## config.mk

```make
export PLATFORM = sky130hd
export DESIGN_NAME = core_top
export DESIGN_NICKNAME = d
export VERILOG_FILES = /design/src/core_pkg.sv /design/src/reg_file.sv /design/src/clint_timer.sv /design/src/bus_xbar.sv /design/src/fetch_unit.sv /design/src/decode_unit.sv /design/src/execute_unit.sv /design/src/mem_unit.sv /design/src/core_top.sv
export SDC_FILE = /design/constraint.sdc
export NUM_CORES = 2
export LEC_CHECK = 0
export BUFFER_PORTS_ARGS = -buffer_cell sky130_fd_sc_hd__buf_2
export CAP_MARGIN = 25
export CORE_ASPECT_RATIO = 0.6
export CORE_MARGIN = 10
export CORE_UTILIZATION = 30
export CTS_BUF_LIST = sky130_fd_sc_hd__clkbuf_2 sky130_fd_sc_hd__clkbuf_4 sky130_fd_sc_hd__clkbuf_8
export DETAILED_ROUTE_END_ITERATION = 12
export HOLD_SLACK_MARGIN = 0.08
export SYNTH_ARGS = -nofsm -noshare
export SYNTH_HDL_FRONTEND = slang
export SYNTH_SLANG_ARGS = --single-unit
```

## constraint.sdc

```tcl
create_clock -name clock -period 11.05 [get_ports clock]
set_clock_uncertainty 0.1 [all_clocks]
set_input_delay 0 -clock clock [delete_from_list [all_inputs] [get_ports clock]]
set_output_delay 0 -clock clock [all_outputs]
set_load 0.05 [all_outputs]
```

## src/core_pkg.sv

```systemverilog
package core_pkg;

	// Decoded operations carried from decode to write-back
	typedef enum logic [3:0] {
		OP_ADDI,
		OP_ADD,
		OP_SUB,
		OP_LUI,
		OP_LW,
		OP_SW,
		OP_BEQ,
		OP_BNE,
		OP_JAL,
		OP_ILLEGAL
	} op_e;

	// Major opcode field, instruction bits 6:0
	typedef enum logic [6:0] {
		OPC_OP_IMM = 7'b0010011,
		OPC_OP     = 7'b0110011,
		OPC_LUI    = 7'b0110111,
		OPC_LOAD   = 7'b0000011,
		OPC_STORE  = 7'b0100011,
		OPC_BRANCH = 7'b1100011,
		OPC_JAL    = 7'b1101111
	} opcode_e;

	typedef enum logic [1:0] {
		RESP_OKAY   = 2'b00,
		RESP_SLVERR = 2'b10
	} resp_e;

	localparam logic [31:0] RESET_PC   = 32'h8000_0000;
	localparam logic [31:0] CLINT_BASE = 32'h0200_0000;
	// mtime low sits at offset 0 and high at offset 4
	localparam logic [31:0] CLINT_MASK = 32'hffff_fff8;
	localparam int          REG_COUNT  = 16;

endpackage

```

## src/reg_file.sv

```systemverilog
`timescale 1ns/1ns

module reg_file (
	input  logic        clock,
	input  logic        rst,
	input  logic [3:0]  raddr1,
	input  logic [3:0]  raddr2,
	output logic [31:0] rdata1,
	output logic [31:0] rdata2,
	input  logic [3:0]  waddr,
	input  logic [31:0] wdata,
	input  logic        wen
);

	logic [31:0] regs [core_pkg::REG_COUNT];

	always_ff @(posedge clock) begin
		if (rst) begin
			for (int i = 0; i < core_pkg::REG_COUNT; i++)
				regs[i] <= '0;
		end else if (wen) begin
			regs[waddr] <= wdata;
		end
	end

	// x0 reads as zero whatever was written to it
	assign rdata1 = raddr1 == 4'd0 ? 32'd0 : regs[raddr1];
	assign rdata2 = raddr2 == 4'd0 ? 32'd0 : regs[raddr2];

endmodule

```

## src/clint_timer.sv

```systemverilog
`timescale 1ns/1ns

module clint_timer (
	input  logic            clock,
	input  logic            rst,
	input  logic            tm_arvalid,
	output logic            tm_arready,
	input  logic [31:0]     tm_araddr,
	output logic            tm_rvalid,
	input  logic            tm_rready,
	output logic [31:0]     tm_rdata,
	output core_pkg::resp_e tm_rresp
);

	logic [63:0] mtime;

	always_ff @(posedge clock) begin
		if (rst) begin
			mtime      <= 64'd0;
			tm_arready <= 1'b0;
			tm_rvalid  <= 1'b0;
		end else begin
			mtime <= mtime + 64'd1;
			if (tm_arvalid && tm_arready) begin
				tm_arready <= 1'b0;
				tm_rvalid  <= 1'b1;
				// Bit 2 picks the half
				tm_rdata   <= tm_araddr[2] ? mtime[63:32] : mtime[31:0];
				// A misaligned offset gets an error
				tm_rresp   <= tm_araddr[1:0] == 2'b00 ?
					core_pkg::RESP_OKAY : core_pkg::RESP_SLVERR;
			end else if (tm_rvalid && tm_rready) begin
				tm_rvalid  <= 1'b0;
				tm_arready <= 1'b1;
			end else if (!tm_rvalid) begin
				tm_arready <= 1'b1;
			end
		end
	end

endmodule

```

## src/bus_xbar.sv

```systemverilog
`timescale 1ns/1ns

module bus_xbar (
	input  logic            clock,
	input  logic            rst,
	input  logic            if_arvalid,
	output logic            if_arready,
	input  logic [31:0]     if_araddr,
	output logic            if_rvalid,
	input  logic            if_rready,
	output logic [31:0]     if_rdata,
	input  logic            ls_arvalid,
	output logic            ls_arready,
	input  logic [31:0]     ls_araddr,
	output logic            ls_rvalid,
	input  logic            ls_rready,
	output logic [31:0]     ls_rdata,
	output core_pkg::resp_e ls_rresp,
	input  logic            ls_awvalid,
	output logic            ls_awready,
	input  logic [31:0]     ls_awaddr,
	input  logic            ls_wvalid,
	output logic            ls_wready,
	input  logic [31:0]     ls_wdata,
	input  logic [3:0]      ls_wstrb,
	output logic            ls_bvalid,
	input  logic            ls_bready,
	output core_pkg::resp_e ls_bresp,
	output logic            mem_arvalid,
	input  logic            mem_arready,
	output logic [31:0]     mem_araddr,
	input  logic            mem_rvalid,
	output logic            mem_rready,
	input  logic [31:0]     mem_rdata,
	input  logic [1:0]      mem_rresp,
	output logic            mem_awvalid,
	input  logic            mem_awready,
	output logic [31:0]     mem_awaddr,
	output logic            mem_wvalid,
	input  logic            mem_wready,
	output logic [31:0]     mem_wdata,
	output logic [3:0]      mem_wstrb,
	input  logic            mem_bvalid,
	output logic            mem_bready,
	input  logic [1:0]      mem_bresp,
	output logic            tm_arvalid,
	input  logic            tm_arready,
	output logic [31:0]     tm_araddr,
	input  logic            tm_rvalid,
	output logic            tm_rready,
	input  logic [31:0]     tm_rdata,
	input  core_pkg::resp_e tm_rresp
);

	typedef enum logic [1:0] {NONE, FETCH, DATA} owner_e;

	owner_e owner, sel;
	logic   rd_tm, wr_tm, r_done, local_b;

	assign rd_tm = (ls_araddr & core_pkg::CLINT_MASK) == core_pkg::CLINT_BASE;
	assign wr_tm = (ls_awaddr & core_pkg::CLINT_MASK) == core_pkg::CLINT_BASE;

	// A free bus goes to the data side first and is held until the r beat
	always_comb begin
		sel = owner;
		if (owner == NONE) begin
			if (ls_arvalid)
				sel = DATA;
			else if (if_arvalid)
				sel = FETCH;
		end
	end

	assign mem_arvalid = (sel == FETCH && if_arvalid) || (sel == DATA && ls_arvalid && !rd_tm);
	assign mem_araddr  = sel == DATA ? ls_araddr : if_araddr;
	assign tm_arvalid  = sel == DATA && ls_arvalid && rd_tm;
	assign tm_araddr   = ls_araddr;
	assign if_arready  = sel == FETCH && mem_arready;
	assign ls_arready  = sel == DATA && (rd_tm ? tm_arready : mem_arready);

	assign if_rvalid  = owner == FETCH && mem_rvalid;
	assign if_rdata   = mem_rdata;
	assign ls_rvalid  = owner == DATA && (rd_tm ? tm_rvalid : mem_rvalid);
	assign ls_rdata   = rd_tm ? tm_rdata : mem_rdata;
	assign ls_rresp   = rd_tm ? tm_rresp : core_pkg::resp_e'(mem_rresp);
	assign mem_rready = (owner == FETCH && if_rready) || (owner == DATA && !rd_tm && ls_rready);
	assign tm_rready  = owner == DATA && rd_tm && ls_rready;
	assign r_done     = (if_rvalid && if_rready) || (ls_rvalid && ls_rready);

	always_ff @(posedge clock) begin
		if (rst || r_done)
			owner <= NONE;
		else
			owner <= sel;
	end

	// Timer writes are refused here and never leave the core
	assign mem_awvalid = ls_awvalid && !wr_tm;
	assign mem_awaddr  = ls_awaddr;
	assign mem_wvalid  = ls_wvalid && !wr_tm;
	assign mem_wdata   = ls_wdata;
	assign mem_wstrb   = ls_wstrb;
	assign ls_awready  = wr_tm || mem_awready;
	assign ls_wready   = wr_tm || mem_wready;
	assign ls_bvalid   = wr_tm ? local_b : mem_bvalid;
	assign ls_bresp    = wr_tm ? core_pkg::RESP_SLVERR : core_pkg::resp_e'(mem_bresp);
	assign mem_bready  = ls_bready && !wr_tm;

	always_ff @(posedge clock) begin
		if (rst)
			local_b <= 1'b0;
		else if (local_b && ls_bready)
			local_b <= 1'b0;
		else if (wr_tm && ls_awvalid && ls_wvalid)
			local_b <= 1'b1;
	end

	assert property (@(posedge clock) disable iff (rst)
		owner == NONE |-> !mem_rvalid && !tm_rvalid);

endmodule

```

## src/fetch_unit.sv

```systemverilog
`timescale 1ns/1ns

module fetch_unit (
	input  logic        clock,
	input  logic        rst,
	output logic        if_arvalid,
	input  logic        if_arready,
	output logic [31:0] if_araddr,
	input  logic        if_rvalid,
	output logic        if_rready,
	input  logic [31:0] if_rdata,
	input  logic        wb_valid,
	input  logic [31:0] next_pc,
	output logic [31:0] inst,
	output logic [31:0] pc,
	output logic        id_valid,
	input  logic        id_ready
);

	typedef enum logic [1:0] {IDLE, REQ, WAIT, HAND} state_e;

	state_e state;
	logic   boot;

	assign if_arvalid = state == REQ;
	assign if_araddr  = pc;
	assign if_rready  = state == WAIT;
	assign id_valid   = state == HAND;

	always_ff @(posedge clock) begin
		if (rst) begin
			state <= IDLE;
			boot  <= 1'b1;
			pc    <= core_pkg::RESET_PC;
		end else begin
			case (state)
				IDLE: begin
					// The first fetch after reset starts without a write-back
					if (boot || wb_valid) begin
						state <= REQ;
						boot  <= 1'b0;
					end
					if (wb_valid)
						pc <= next_pc;
				end
				REQ:
					if (if_arready)
						state <= WAIT;
				WAIT:
					if (if_rvalid) begin
						inst  <= if_rdata;
						state <= HAND;
					end
				HAND:
					if (id_ready)
						state <= IDLE;
				default:
					state <= IDLE;
			endcase
		end
	end

	assert property (@(posedge clock) disable iff (rst)
		if_arvalid && !if_arready |=> if_arvalid && $stable(if_araddr));

endmodule

```

## src/decode_unit.sv

```systemverilog
`timescale 1ns/1ns

module decode_unit (
	input  logic          clock,
	input  logic          rst,
	input  logic [31:0]   inst,
	input  logic [31:0]   pc_in,
	input  logic          id_valid,
	output logic          id_ready,
	output logic [3:0]    rs1,
	output logic [3:0]    rs2,
	input  logic [31:0]   rdata1,
	input  logic [31:0]   rdata2,
	output core_pkg::op_e op,
	output logic [3:0]    rd,
	output logic [31:0]   src1,
	output logic [31:0]   src2,
	output logic [31:0]   imm,
	output logic [31:0]   pc,
	output logic          ex_valid,
	input  logic          ex_ready
);

	core_pkg::op_e base_op;
	logic [31:0]   dec_imm;
	logic [2:0]    funct3;
	logic [6:0]    funct7;
	logic          rd_bad, rs1_bad, rs2_bad, bad_reg;

	assign funct3  = inst[14:12];
	assign funct7  = inst[31:25];
	assign rs1     = inst[18:15];
	assign rs2     = inst[23:20];
	// RV32E has only x0 to x15, so bit 4 of a used register field is illegal
	assign rd_bad  = inst[11:7] >= 5'(core_pkg::REG_COUNT);
	assign rs1_bad = inst[19:15] >= 5'(core_pkg::REG_COUNT);
	assign rs2_bad = inst[24:20] >= 5'(core_pkg::REG_COUNT);

	always_comb begin
		base_op = core_pkg::OP_ILLEGAL;
		dec_imm = {{20{inst[31]}}, inst[31:20]};
		case (inst[6:0])
			core_pkg::OPC_OP_IMM:
				if (funct3 == 3'b000)
					base_op = core_pkg::OP_ADDI;
			core_pkg::OPC_OP:
				if (funct3 == 3'b000 && funct7 == 7'b0000000)
					base_op = core_pkg::OP_ADD;
				else if (funct3 == 3'b000 && funct7 == 7'b0100000)
					base_op = core_pkg::OP_SUB;
			core_pkg::OPC_LUI: begin
				base_op = core_pkg::OP_LUI;
				dec_imm = {inst[31:12], 12'b0};
			end
			core_pkg::OPC_LOAD:
				if (funct3 == 3'b010)
					base_op = core_pkg::OP_LW;
			core_pkg::OPC_STORE: begin
				if (funct3 == 3'b010)
					base_op = core_pkg::OP_SW;
				dec_imm = {{20{inst[31]}}, inst[31:25], inst[11:7]};
			end
			core_pkg::OPC_BRANCH: begin
				if (funct3 == 3'b000)
					base_op = core_pkg::OP_BEQ;
				else if (funct3 == 3'b001)
					base_op = core_pkg::OP_BNE;
				dec_imm = {{19{inst[31]}}, inst[31], inst[7], inst[30:25], inst[11:8], 1'b0};
			end
			core_pkg::OPC_JAL: begin
				base_op = core_pkg::OP_JAL;
				dec_imm = {{11{inst[31]}}, inst[31], inst[19:12], inst[20], inst[30:21], 1'b0};
			end
			default: ;
		endcase
	end

	always_comb begin
		case (base_op)
			core_pkg::OP_ADD, core_pkg::OP_SUB:
				bad_reg = rd_bad || rs1_bad || rs2_bad;
			core_pkg::OP_ADDI, core_pkg::OP_LW:
				bad_reg = rd_bad || rs1_bad;
			core_pkg::OP_SW, core_pkg::OP_BEQ, core_pkg::OP_BNE:
				bad_reg = rs1_bad || rs2_bad;
			core_pkg::OP_LUI, core_pkg::OP_JAL:
				bad_reg = rd_bad;
			default:
				bad_reg = 1'b0;
		endcase
	end

	always_ff @(posedge clock) begin
		if (rst) begin
			id_ready <= 1'b0;
			ex_valid <= 1'b0;
		end else if (id_valid && id_ready) begin
			id_ready <= 1'b0;
			ex_valid <= 1'b1;
		end else if (ex_ready || !ex_valid) begin
			id_ready <= 1'b1;
			ex_valid <= 1'b0;
		end
	end

	always_ff @(posedge clock) begin
		if (id_valid && id_ready) begin
			op   <= bad_reg ? core_pkg::OP_ILLEGAL : base_op;
			rd   <= inst[10:7];
			src1 <= rdata1;
			src2 <= rdata2;
			imm  <= dec_imm;
			pc   <= pc_in;
		end
	end

endmodule

```

## src/execute_unit.sv

```systemverilog
`timescale 1ns/1ns

module execute_unit (
	input  logic          clock,
	input  logic          rst,
	input  core_pkg::op_e op_in,
	input  logic [3:0]    rd_in,
	input  logic [31:0]   src1,
	input  logic [31:0]   src2,
	input  logic [31:0]   imm,
	input  logic [31:0]   pc_in,
	input  logic          ex_valid,
	output logic          ex_ready,
	output core_pkg::op_e op,
	output logic [3:0]    rd,
	output logic [31:0]   result,
	output logic [31:0]   store_data,
	output logic          reg_wen,
	output logic [31:0]   next_pc,
	output logic          ls_valid,
	input  logic          ls_ready
);

	logic [31:0] alu, seq_pc, target;
	logic        wen, taken;

	assign seq_pc = pc_in + 32'd4;
	assign target = pc_in + imm;

	// ADDI, LW and SW all use rs1 plus the immediate
	always_comb begin
		alu   = src1 + imm;
		taken = 1'b0;
		wen   = rd_in != 4'd0;
		case (op_in)
			core_pkg::OP_ADD: alu = src1 + src2;
			core_pkg::OP_SUB: alu = src1 - src2;
			core_pkg::OP_LUI: alu = imm;
			core_pkg::OP_JAL: begin
				alu   = seq_pc;
				taken = 1'b1;
			end
			core_pkg::OP_BEQ: begin
				taken = src1 == src2;
				wen   = 1'b0;
			end
			core_pkg::OP_BNE: begin
				taken = src1 != src2;
				wen   = 1'b0;
			end
			core_pkg::OP_SW, core_pkg::OP_ILLEGAL: wen = 1'b0;
			default: ;
		endcase
	end

	always_ff @(posedge clock) begin
		if (rst) begin
			ex_ready <= 1'b0;
			ls_valid <= 1'b0;
		end else if (ex_valid && ex_ready) begin
			ex_ready <= 1'b0;
			ls_valid <= 1'b1;
		end else if (ls_ready || !ls_valid) begin
			ex_ready <= 1'b1;
			ls_valid <= 1'b0;
		end
	end

	always_ff @(posedge clock) begin
		if (ex_valid && ex_ready) begin
			op         <= op_in;
			rd         <= rd_in;
			result     <= alu;
			store_data <= src2;
			reg_wen    <= wen;
			next_pc    <= taken ? target : seq_pc;
		end
	end

endmodule

```

## src/mem_unit.sv

```systemverilog
`timescale 1ns/1ns

module mem_unit (
	input  logic            clock,
	input  logic            rst,
	input  core_pkg::op_e   op,
	input  logic [3:0]      rd_in,
	input  logic [31:0]     result,
	input  logic [31:0]     store_data,
	input  logic            reg_wen_in,
	input  logic            ls_valid,
	output logic            ls_ready,
	output logic            ls_arvalid,
	input  logic            ls_arready,
	output logic [31:0]     ls_araddr,
	input  logic            ls_rvalid,
	output logic            ls_rready,
	input  logic [31:0]     ls_rdata,
	input  core_pkg::resp_e ls_rresp,
	output logic            ls_awvalid,
	input  logic            ls_awready,
	output logic [31:0]     ls_awaddr,
	output logic            ls_wvalid,
	input  logic            ls_wready,
	output logic [31:0]     ls_wdata,
	output logic [3:0]      ls_wstrb,
	input  logic            ls_bvalid,
	output logic            ls_bready,
	input  core_pkg::resp_e ls_bresp,
	output logic [3:0]      wb_rd,
	output logic [31:0]     wb_data,
	output logic            wb_wen,
	output logic            wb_valid
);

	typedef enum logic [2:0] {IDLE, READ, RDATA, WRITE, BRESP, DONE} state_e;

	state_e      state;
	logic        aw_done, w_done, aw_hs, w_hs, wen_q;
	logic [31:0] addr, wdata_q;

	assign ls_arvalid = state == READ;
	assign ls_araddr  = addr;
	assign ls_rready  = state == RDATA;
	assign ls_awvalid = state == WRITE && !aw_done;
	assign ls_awaddr  = addr;
	assign ls_wvalid  = state == WRITE && !w_done;
	assign ls_wdata   = wdata_q;
	assign ls_wstrb   = 4'hf;
	assign ls_bready  = state == BRESP;
	assign aw_hs      = ls_awvalid && ls_awready;
	assign w_hs       = ls_wvalid && ls_wready;
	assign wb_valid   = state == DONE;
	assign wb_wen     = wb_valid && wen_q;

	always_ff @(posedge clock) begin
		if (rst) begin
			state    <= IDLE;
			ls_ready <= 1'b0;
			aw_done  <= 1'b0;
			w_done   <= 1'b0;
		end else begin
			case (state)
				IDLE:
					if (!ls_ready) begin
						ls_ready <= 1'b1;
					end else if (ls_valid) begin
						ls_ready <= 1'b0;
						addr     <= result;
						wdata_q  <= store_data;
						wb_rd    <= rd_in;
						wb_data  <= result;
						wen_q    <= reg_wen_in;
						if (op == core_pkg::OP_LW)
							state <= READ;
						else if (op == core_pkg::OP_SW)
							state <= WRITE;
						else
							state <= DONE;
					end
				READ:
					if (ls_arready)
						state <= RDATA;
				RDATA:
					// An error response leaves the register file untouched
					if (ls_rvalid) begin
						wb_data <= ls_rdata;
						wen_q   <= wen_q && ls_rresp == core_pkg::RESP_OKAY;
						state   <= DONE;
					end
				WRITE: begin
					if (aw_hs)
						aw_done <= 1'b1;
					if (w_hs)
						w_done <= 1'b1;
					if ((aw_done || aw_hs) && (w_done || w_hs)) begin
						aw_done <= 1'b0;
						w_done  <= 1'b0;
						state   <= BRESP;
					end
				end
				BRESP:
					if (ls_bvalid) begin
						wen_q <= wen_q && ls_bresp == core_pkg::RESP_OKAY;
						state <= DONE;
					end
				DONE: begin
					ls_ready <= 1'b1;
					state    <= IDLE;
				end
				default:
					state <= IDLE;
			endcase
		end
	end

	assert property (@(posedge clock) disable iff (rst)
		state == WRITE && (aw_done || ls_awready) && (w_done || ls_wready)
		|=> !ls_awvalid && !ls_wvalid);

endmodule

```

## src/core_top.sv

```systemverilog
`timescale 1ns/1ns

module core_top (
	input  logic        clock,
	input  logic        rst,
	output logic        mem_arvalid,
	input  logic        mem_arready,
	output logic [31:0] mem_araddr,
	input  logic        mem_rvalid,
	output logic        mem_rready,
	input  logic [31:0] mem_rdata,
	input  logic [1:0]  mem_rresp,
	output logic        mem_awvalid,
	input  logic        mem_awready,
	output logic [31:0] mem_awaddr,
	output logic        mem_wvalid,
	input  logic        mem_wready,
	output logic [31:0] mem_wdata,
	output logic [3:0]  mem_wstrb,
	input  logic        mem_bvalid,
	output logic        mem_bready,
	input  logic [1:0]  mem_bresp
);

	logic            if_arvalid, if_arready, if_rvalid, if_rready;
	logic [31:0]     if_araddr, if_rdata;
	logic            ls_arvalid, ls_arready, ls_rvalid, ls_rready;
	logic            ls_awvalid, ls_awready, ls_wvalid, ls_wready, ls_bvalid, ls_bready;
	logic [31:0]     ls_araddr, ls_rdata, ls_awaddr, ls_wdata;
	logic [3:0]      ls_wstrb;
	core_pkg::resp_e ls_rresp, ls_bresp, tm_rresp;
	logic            tm_arvalid, tm_arready, tm_rvalid, tm_rready;
	logic [31:0]     tm_araddr, tm_rdata;
	logic            id_valid, id_ready, ex_valid, ex_ready, ls_valid, ls_ready;
	logic            reg_wen, wb_wen, wb_valid;
	logic [31:0]     inst, if_pc, id_pc, next_pc;
	logic [31:0]     rdata1, rdata2, src1, src2, imm, result, store_data, wb_data;
	logic [3:0]      rs1, rs2, id_rd, ex_rd, wb_rd;
	core_pkg::op_e   id_op, ex_op;

	fetch_unit u_fetch (.pc(if_pc), .*);

	decode_unit u_decode (.pc_in(if_pc), .op(id_op), .rd(id_rd), .pc(id_pc), .*);

	execute_unit u_execute (
		.op_in(id_op), .rd_in(id_rd), .pc_in(id_pc), .op(ex_op), .rd(ex_rd), .*
	);

	mem_unit u_mem (.op(ex_op), .rd_in(ex_rd), .reg_wen_in(reg_wen), .*);

	reg_file u_regs (
		.raddr1(rs1), .raddr2(rs2), .waddr(wb_rd), .wdata(wb_data), .wen(wb_wen), .*
	);

	bus_xbar u_xbar (.*);

	clint_timer u_clint (.*);

endmodule

```

# Word level (Yosys, flattened, before mapping)
# Memories as Yosys holds them, arrays and structs flattened. A register that Yosys moved wholly into a read port is not among the register bits.
# Cells that the tools add are included.
[word_totals]
memories = 1
ramBits = 512
elab_cells = 265
output_inout_bits = 105
input_bits = 43
register_bits = 458
[op_classes]
eq_ne = 54
n_reduce_logical = 95
n_mux = 71
add_sub_neg = 6
bitwise = 1
magnitude_cmp = 3
[mem_list]
columns = ["name", "words", "word_bits", "rd", "rd_ports_with_merged_regs", "write_ports", "line", "rtl"]
rows = [
  ["u_regs.regs", 16, 32, 2, 2, 16, "reg_file.sv:15", "logic [31:0] regs [core_pkg::REG_COUNT];"],
]
[ops]
columns = ["operator", "n"]
rows = [
  ["2-to-1 mux 32 bit", 8],
  ["one-hot mux 32 bit (4 select lines)", 1],
  ["one-hot mux 31 bit (4 select lines)", 1],
  ["adder 32 bit", 3],
  ["adder 64 x 1 -> 64 bit, second input constant", 1],
  ["one-hot mux 32 bit (2 select lines)", 1],
  ["== test 4 x 3 -> 1 bit, second input constant", 9],
  ["logical AND 1 bit", 35],
  ["adder 32 x 3 -> 32 bit, second input constant", 1],
  ["== test 32 bit", 1],
  ["2-to-1 mux 4 bit", 8],
  ["!= test 32 bit", 1],
  ["OR reduction 32 bit", 1],
  ["subtractor 32 bit", 1],
  ["== test 29 x 23 -> 1 bit, second input constant", 1],
  ["== test 7 x 6 -> 1 bit, second input constant", 4],
  ["one-hot mux 4 bit (7 select lines)", 1],
  ["2-to-1 mux 1 bit", 27],
  ["2-to-1 mux 3 bit", 8],
  ["2-to-1 mux 2 bit", 10],
  ["== test 4 x 2 -> 1 bit, second input constant", 4],
  [">= comparator 5 bit, second input constant", 3],
  ["one-hot mux 3 bit (5 select lines)", 1],
  ["== test 7 bit, second input constant", 2],
  ["other kinds (33)", 97],
]

# Depth between registers and ports, before layout
[depth]
word_depth = 9
ltp_mapped = 14
mapped_depth_nobuf = 13

# Modules after synthesis
# Synthesis repeated with hierarchy kept, for this count alone.
[unflattened]
hier_cells = 4314
area_unflattened_um2 = 54109.4
[modules_own_cells]
columns = ["mod", "cells_per_inst", "seq_area_each_um2", "n_inst", "area_per_inst_um2"]
rows = [
  ["reg_file", 1779, 14443.9, 1, 25599.6],
  ["execute_unit", 1100, 3193.1, 1, 10003.3],
  ["decode_unit", 260, 4124.0, 1, 4972.3],
  ["clint_timer", 435, 2312.2, 1, 4435.5],
  ["mem_unit", 242, 3153.0, 1, 4215.3],
  ["fetch_unit", 227, 1661.6, 1, 2517.4],
  ["bus_xbar", 271, 60.1, 1, 2366.0],
]

# Worst setup path before layout
# OpenSTA, ideal clock, no wires.
[synth_path]
path_type = "register -> register"
start = "register u_mem.state[2]"
end = "register u_mem.addr[0], in the netlist u_mem.ls_araddr[0], enable pin"
path_buffers = 1
stages_incl_launch_ff = 3
path_slack_ns = 3.247
arrival_time_ns = 7.042
period_less_slack_ns = 7.803
setup_time_ns = 0.662
path_cell_list = "dfxtp_1 -> clkbuf_1 -> nor4_1"
[synth_via]
elab_chain_len = 2
[synth_lines]
columns = ["element", "line", "rtl"]
rows = [
  ["start: declaration", "mem_unit.sv:38", "state_e state;"],
  ["start signal: assignment", "mem_unit.sv:58", "state <= IDLE;"],
  ["start signal: assignment", "mem_unit.sv:75", "state <= READ;"],
  ["start signal: assignment", "mem_unit.sv:77", "state <= WRITE;"],
  ["logical NOT 3 bit", "mem_unit.sv:63", "case (state)"],
  ["AND reduction 4 bit (no source line)", "-", ""],
  ["end signal: assignment", "mem_unit.sv:69", "addr <= result;"],
  ["end: declaration", "mem_unit.sv:40", "logic [31:0] addr, wdata_q;"],
]
# No other way between the ends.
# A chain may end at the register's enable or synchronous reset.

# Final worst setup path
[layout_path]
start = "register u_decode.op[0]"
end = "register u_execute.result[30], data pin"
[layout_via]
elab_chain_len = 2
[layout_lines]
columns = ["element", "line", "rtl"]
rows = [
  ["start: declaration", "decode_unit.sv:14", "output core_pkg::op_e op,"],
  ["start signal: assignment", "decode_unit.sv:108", "op <= bad_reg ? core_pkg::OP_ILLEGAL : base_op;"],
  ["== test 4 bit, or another cell as far along", "execute_unit.sv:35", "case (op_in)"],
  ["one-hot mux 32 bit (4 select lines) *", "execute_unit.sv:35", ""],
  ["named net u_execute.alu[30]", "execute_unit.sv:24", "logic [31:0] alu, seq_pc, target;"],
  ["end signal: assignment", "execute_unit.sv:73", "result <= alu;"],
  ["end: declaration", "execute_unit.sv:16", "output logic [31:0] result,"],
]
# The timed path passes the listed nets; every way through them passes the cells marked *.

==> results.md <==
* FMAX at 199 MHz
* Overall overflow remaining after global route at 0
* Post-DP HPWL at 115 mm
* Number of ports placed on the die boundary at 148
* Power density normalized to cell area at 148 nW/um2
* Post-synthesis sequential area ratio at a little under three fifths
* Initial detailed-routing violation count at 5103
* Nature of the critical path endpoint: flop
* Drt via density at between 5 and 6
* CP Buf/Inv Count at 2
* Top library cells by usage in the layout, fill and taps aside: edfxtp_1 (919), and2_1 (529), mux4_2 (320)
* Post-route clock period utilization at 45.6%
* TritonCTS clock tree: yes
* Hold Path Class: in2reg
* Distinct cell type count of the synthesized netlist at 83
* Cells after Synth at 3984
* Warning count from the yosys run at 0
* Gates resized, CTS repair at 0
* Share of synthesized flip-flops with an asynchronous set or reset at 0%
* Die extent in x at approximately 560 um
* Summed negative setup slack over all endpoints at 0 ns
* Endpoint arrival time on the critical path at 5.47 ns
* Die Height at between 300 and 400 um
* Final Critical Period at 5.03 ns
* Reported max-cap violation count at 0
* Cells along the critical path: buf_4, nor4b_4, buf_4, mux2_2, ha_1, fa_1, a21oi_1, o211ai_1, a32o_1, a22o_1, o41ai_4, nor3_1, a31oi_1, o221ai_1
* Clock root cell: clkbuf_8
* First-pass GRT wire length at 248 mm
* Standard-cell row count at 119
* Lkg Pwr at roughly 22 nW
* Pin count of the biggest net entering global routing at 91
* Seq cells post-synth at approximately 1000
* Critical path's top delay family: compound AO/OA/AOI/OAI gates
* Post-synth top flop: edfxtp_1
* CP most frequent cell: buf_4
* Count of pins over their slew limit at 0
* Placer congestion estimate at ~0.92
* Number of vias in the routed layout at roughly 36000
* Cell type of the slowest stage on the worst timing path: o41ai_4
* Worst skew pair latency at 0.89 ns
* Num CTS Buffers at 160
* Final worst-path setup slack at around 6 ns
* Sum of internal, switching and leakage power at 8.97 mW
* Worst path max stage delay at 0.45 ns
* Category of the most critical setup path: reg2reg
* Hold buffers post-CTS at just over 80
* Via count of the first global-routing pass at 34500
* Worst-case clock buffer depth at 4
* Total iterations of the first detailed-routing run at 6
* Mapped Area at approximately 53000 um2
* Proportion of layout cells with a drive suffix above 1 at between 20% and 30%
* Number of enable-type register cells in the synthesized netlist at 919
* Run status: finished, final reports clean
* Worst voltage drop across the vdd grid at slightly above 0.00008 V
* Area growth from synthesis to layout at 13.9%
* Sink Count at 1033
* Residual antenna-violating net count after detailed routing at 0
* Final wirelength at 174 mm
* Kind of start point of the critical path: flop
* Highest net fanout along the worst path at 42
* Most common cell after layout, fill and taps aside: edfxtp_1
* Critical Path RT at 11.48 ns
* Final setup violating endpoints at 0
* Antenna violations before repair at 16
* Final Hold Viols at 0
* Total global-route track usage at roughly 17%
* Relative slew slack at between 20% and 30%
* Area of the die at 196000 um2
* Slew of the pin with the lowest slew margin at about 1.1 ns
* Mean area per synthesized cell at 13.4 um2
* CTS clk-pin slew, worst paths at roughly 0.07 ns
* Pre-CTS setup slack at 6.10 ns
* Detailed-route wire length per cell at 26.1 um
* Input/output buffers at 143
* Initial Util at 30.3%
* Core Box Area at 176000 um2
* Hold slack final at ~0.14 ns
* Post-CTS Setup Bufs at 0
* Setup repair after global routing missed its margin: false
* DRC violations left at 0
* Fillers at 17000
* Number of nets in the finished design at 4342
* H-tree levels at 4
## layer usage
| metal | vias to the layer above | routed length, um | GRT usage [%] |
|---|---|---|---|
| met3 | 257 | 21200 | 5.31 |
| met2 | 1985 | 69300 | 22.9 |
| met5 | - | 58 | 0 |
| li1 | 15500 | - | - |
| met1 | 18200 | 80000 | 26.5 |
| met4 | 8 | 3660 | 3.86 |
## Yosys cell counts (9+ instances only)
library cell,number,area (um2)
mux4_2,320,7210
o211ai_1,12,90.1
a211oi_1,16,120
a221oi_1,9,78.8
inv_1,82,308
mux2_2,96,1080
nand4_1,25,156
dfxtp_1,114,2280
mux2i_1,56,561
nand3b_1,10,75.1
o21bai_1,13,97.6
o221ai_1,15,131
a21o_1,63,473
nand2_1,227,852
a21oi_1,190,951
buf_1,43,161
xnor2_1,62,543
nor4_1,15,93.8
o21ai_0,119,596
a31oi_1,14,87.6
xor2_1,91,797
nor3_1,47,235
nand2b_1,20,125
and2_1,530,3320
nor2_1,213,800
nor2b_1,86,538
and4_1,13,114
or3_1,24,150
edfxtp_1,919,27600
clkbuf_1,199,747
nand3_1,66,330
ha_1,99,1240
o21a_1,16,120
or2_2,20,125
and3_1,34,213
## logic make-up after synthesis
logic type	synth area share [%]
AND/OR/NAND/NOR	13.7
flip-flops	56.0
AO/OA/AOI/OAI	6.34
multiplexers	16.6
buffers and inverters	2.43
XOR/XNOR	2.51
adder cells (fa/ha/maj)	2.45
other	0.00702
## flip-flops by register name (all words and copies together) (netlist names), 4 cells and up
signal                count
u_clint.mtime            64
u_fetch.if_araddr        32
u_mem.wb_data            32
u_decode.rd               4
u_decode.imm             32
u_decode.pc              32
u_fetch.inst             32
u_regs.regs             512
u_clint.tm_rdata         32
u_execute.rd              4
u_decode.src1            32
u_execute.result         32
u_decode.src2            32
u_mem.ls_wdata           32
u_execute.next_pc        32
u_mem.ls_araddr          32
u_execute.op              4
u_mem.wb_rd               4
u_execute.store_data     32
u_decode.op               4
## final timing paths
path	start	to	slack [ns]	cells past startpoint
worst max register to register	u_decode.op[0]	u_execute.result[30]	6.02	14
worst max-delay path	u_decode.op[0]	u_execute.result[30]	6.02	14
worst min-delay path	mem_rdata[0]	u_mem.wb_data[0]	0.14	4
worst min register to register	u_execute.store_data[4]	u_mem.ls_wdata[4]	0.25	0
## layout make-up
class	instances	area, um2	area share [%]
Clock buffer	229	2780	4.57
Timing Repair Buffer	299	2150	3.54
Clock inverter	42	348	0.572
Antenna cell	5	12.5	0.0206
Sequential cell	1033	29900	49.2
Multi-Input combinational cell	2621	22400	36.8
Inverter	82	315	0.519
Tap cell	2359	2950	4.86
## metrics by stage
stage	utilization [%]	cells	cell area [um2]
floorplan	-	3987	53400
global placement	32.2	6304	56700
detailed placement	32.2	6305	56700
CTS	34.5	6658	60700
global route	34.5	6667	60800
finish	34.5	6670	60800
## where the power goes
part	internal [mW]	leakage [nW]	switching (mW)	total, mW
clock network	1.75	1.66	1.57	3.32
registers	4.40	9.90	0.202	4.60
logic	0.370	10.0	0.672	1.04
total	6.52	21.6	2.45	8.97
## worst register-to-register path: cells and delay by family, from the launching register on
| kind | cells | cell delay [ns] |
|---|---|---|
| buffers and inverters | 2 | 0.86 |
| multiplexers | 1 | 0.40 |
| AO/OA/AOI/OAI | 7 | 2.07 |
| AND/OR/NAND/NOR | 2 | 0.38 |
| flip-flops | 1 | 0.32 |
| adder cells (fa/ha/maj) | 2 | 0.63 |
(Power assumes the default switching activity.)
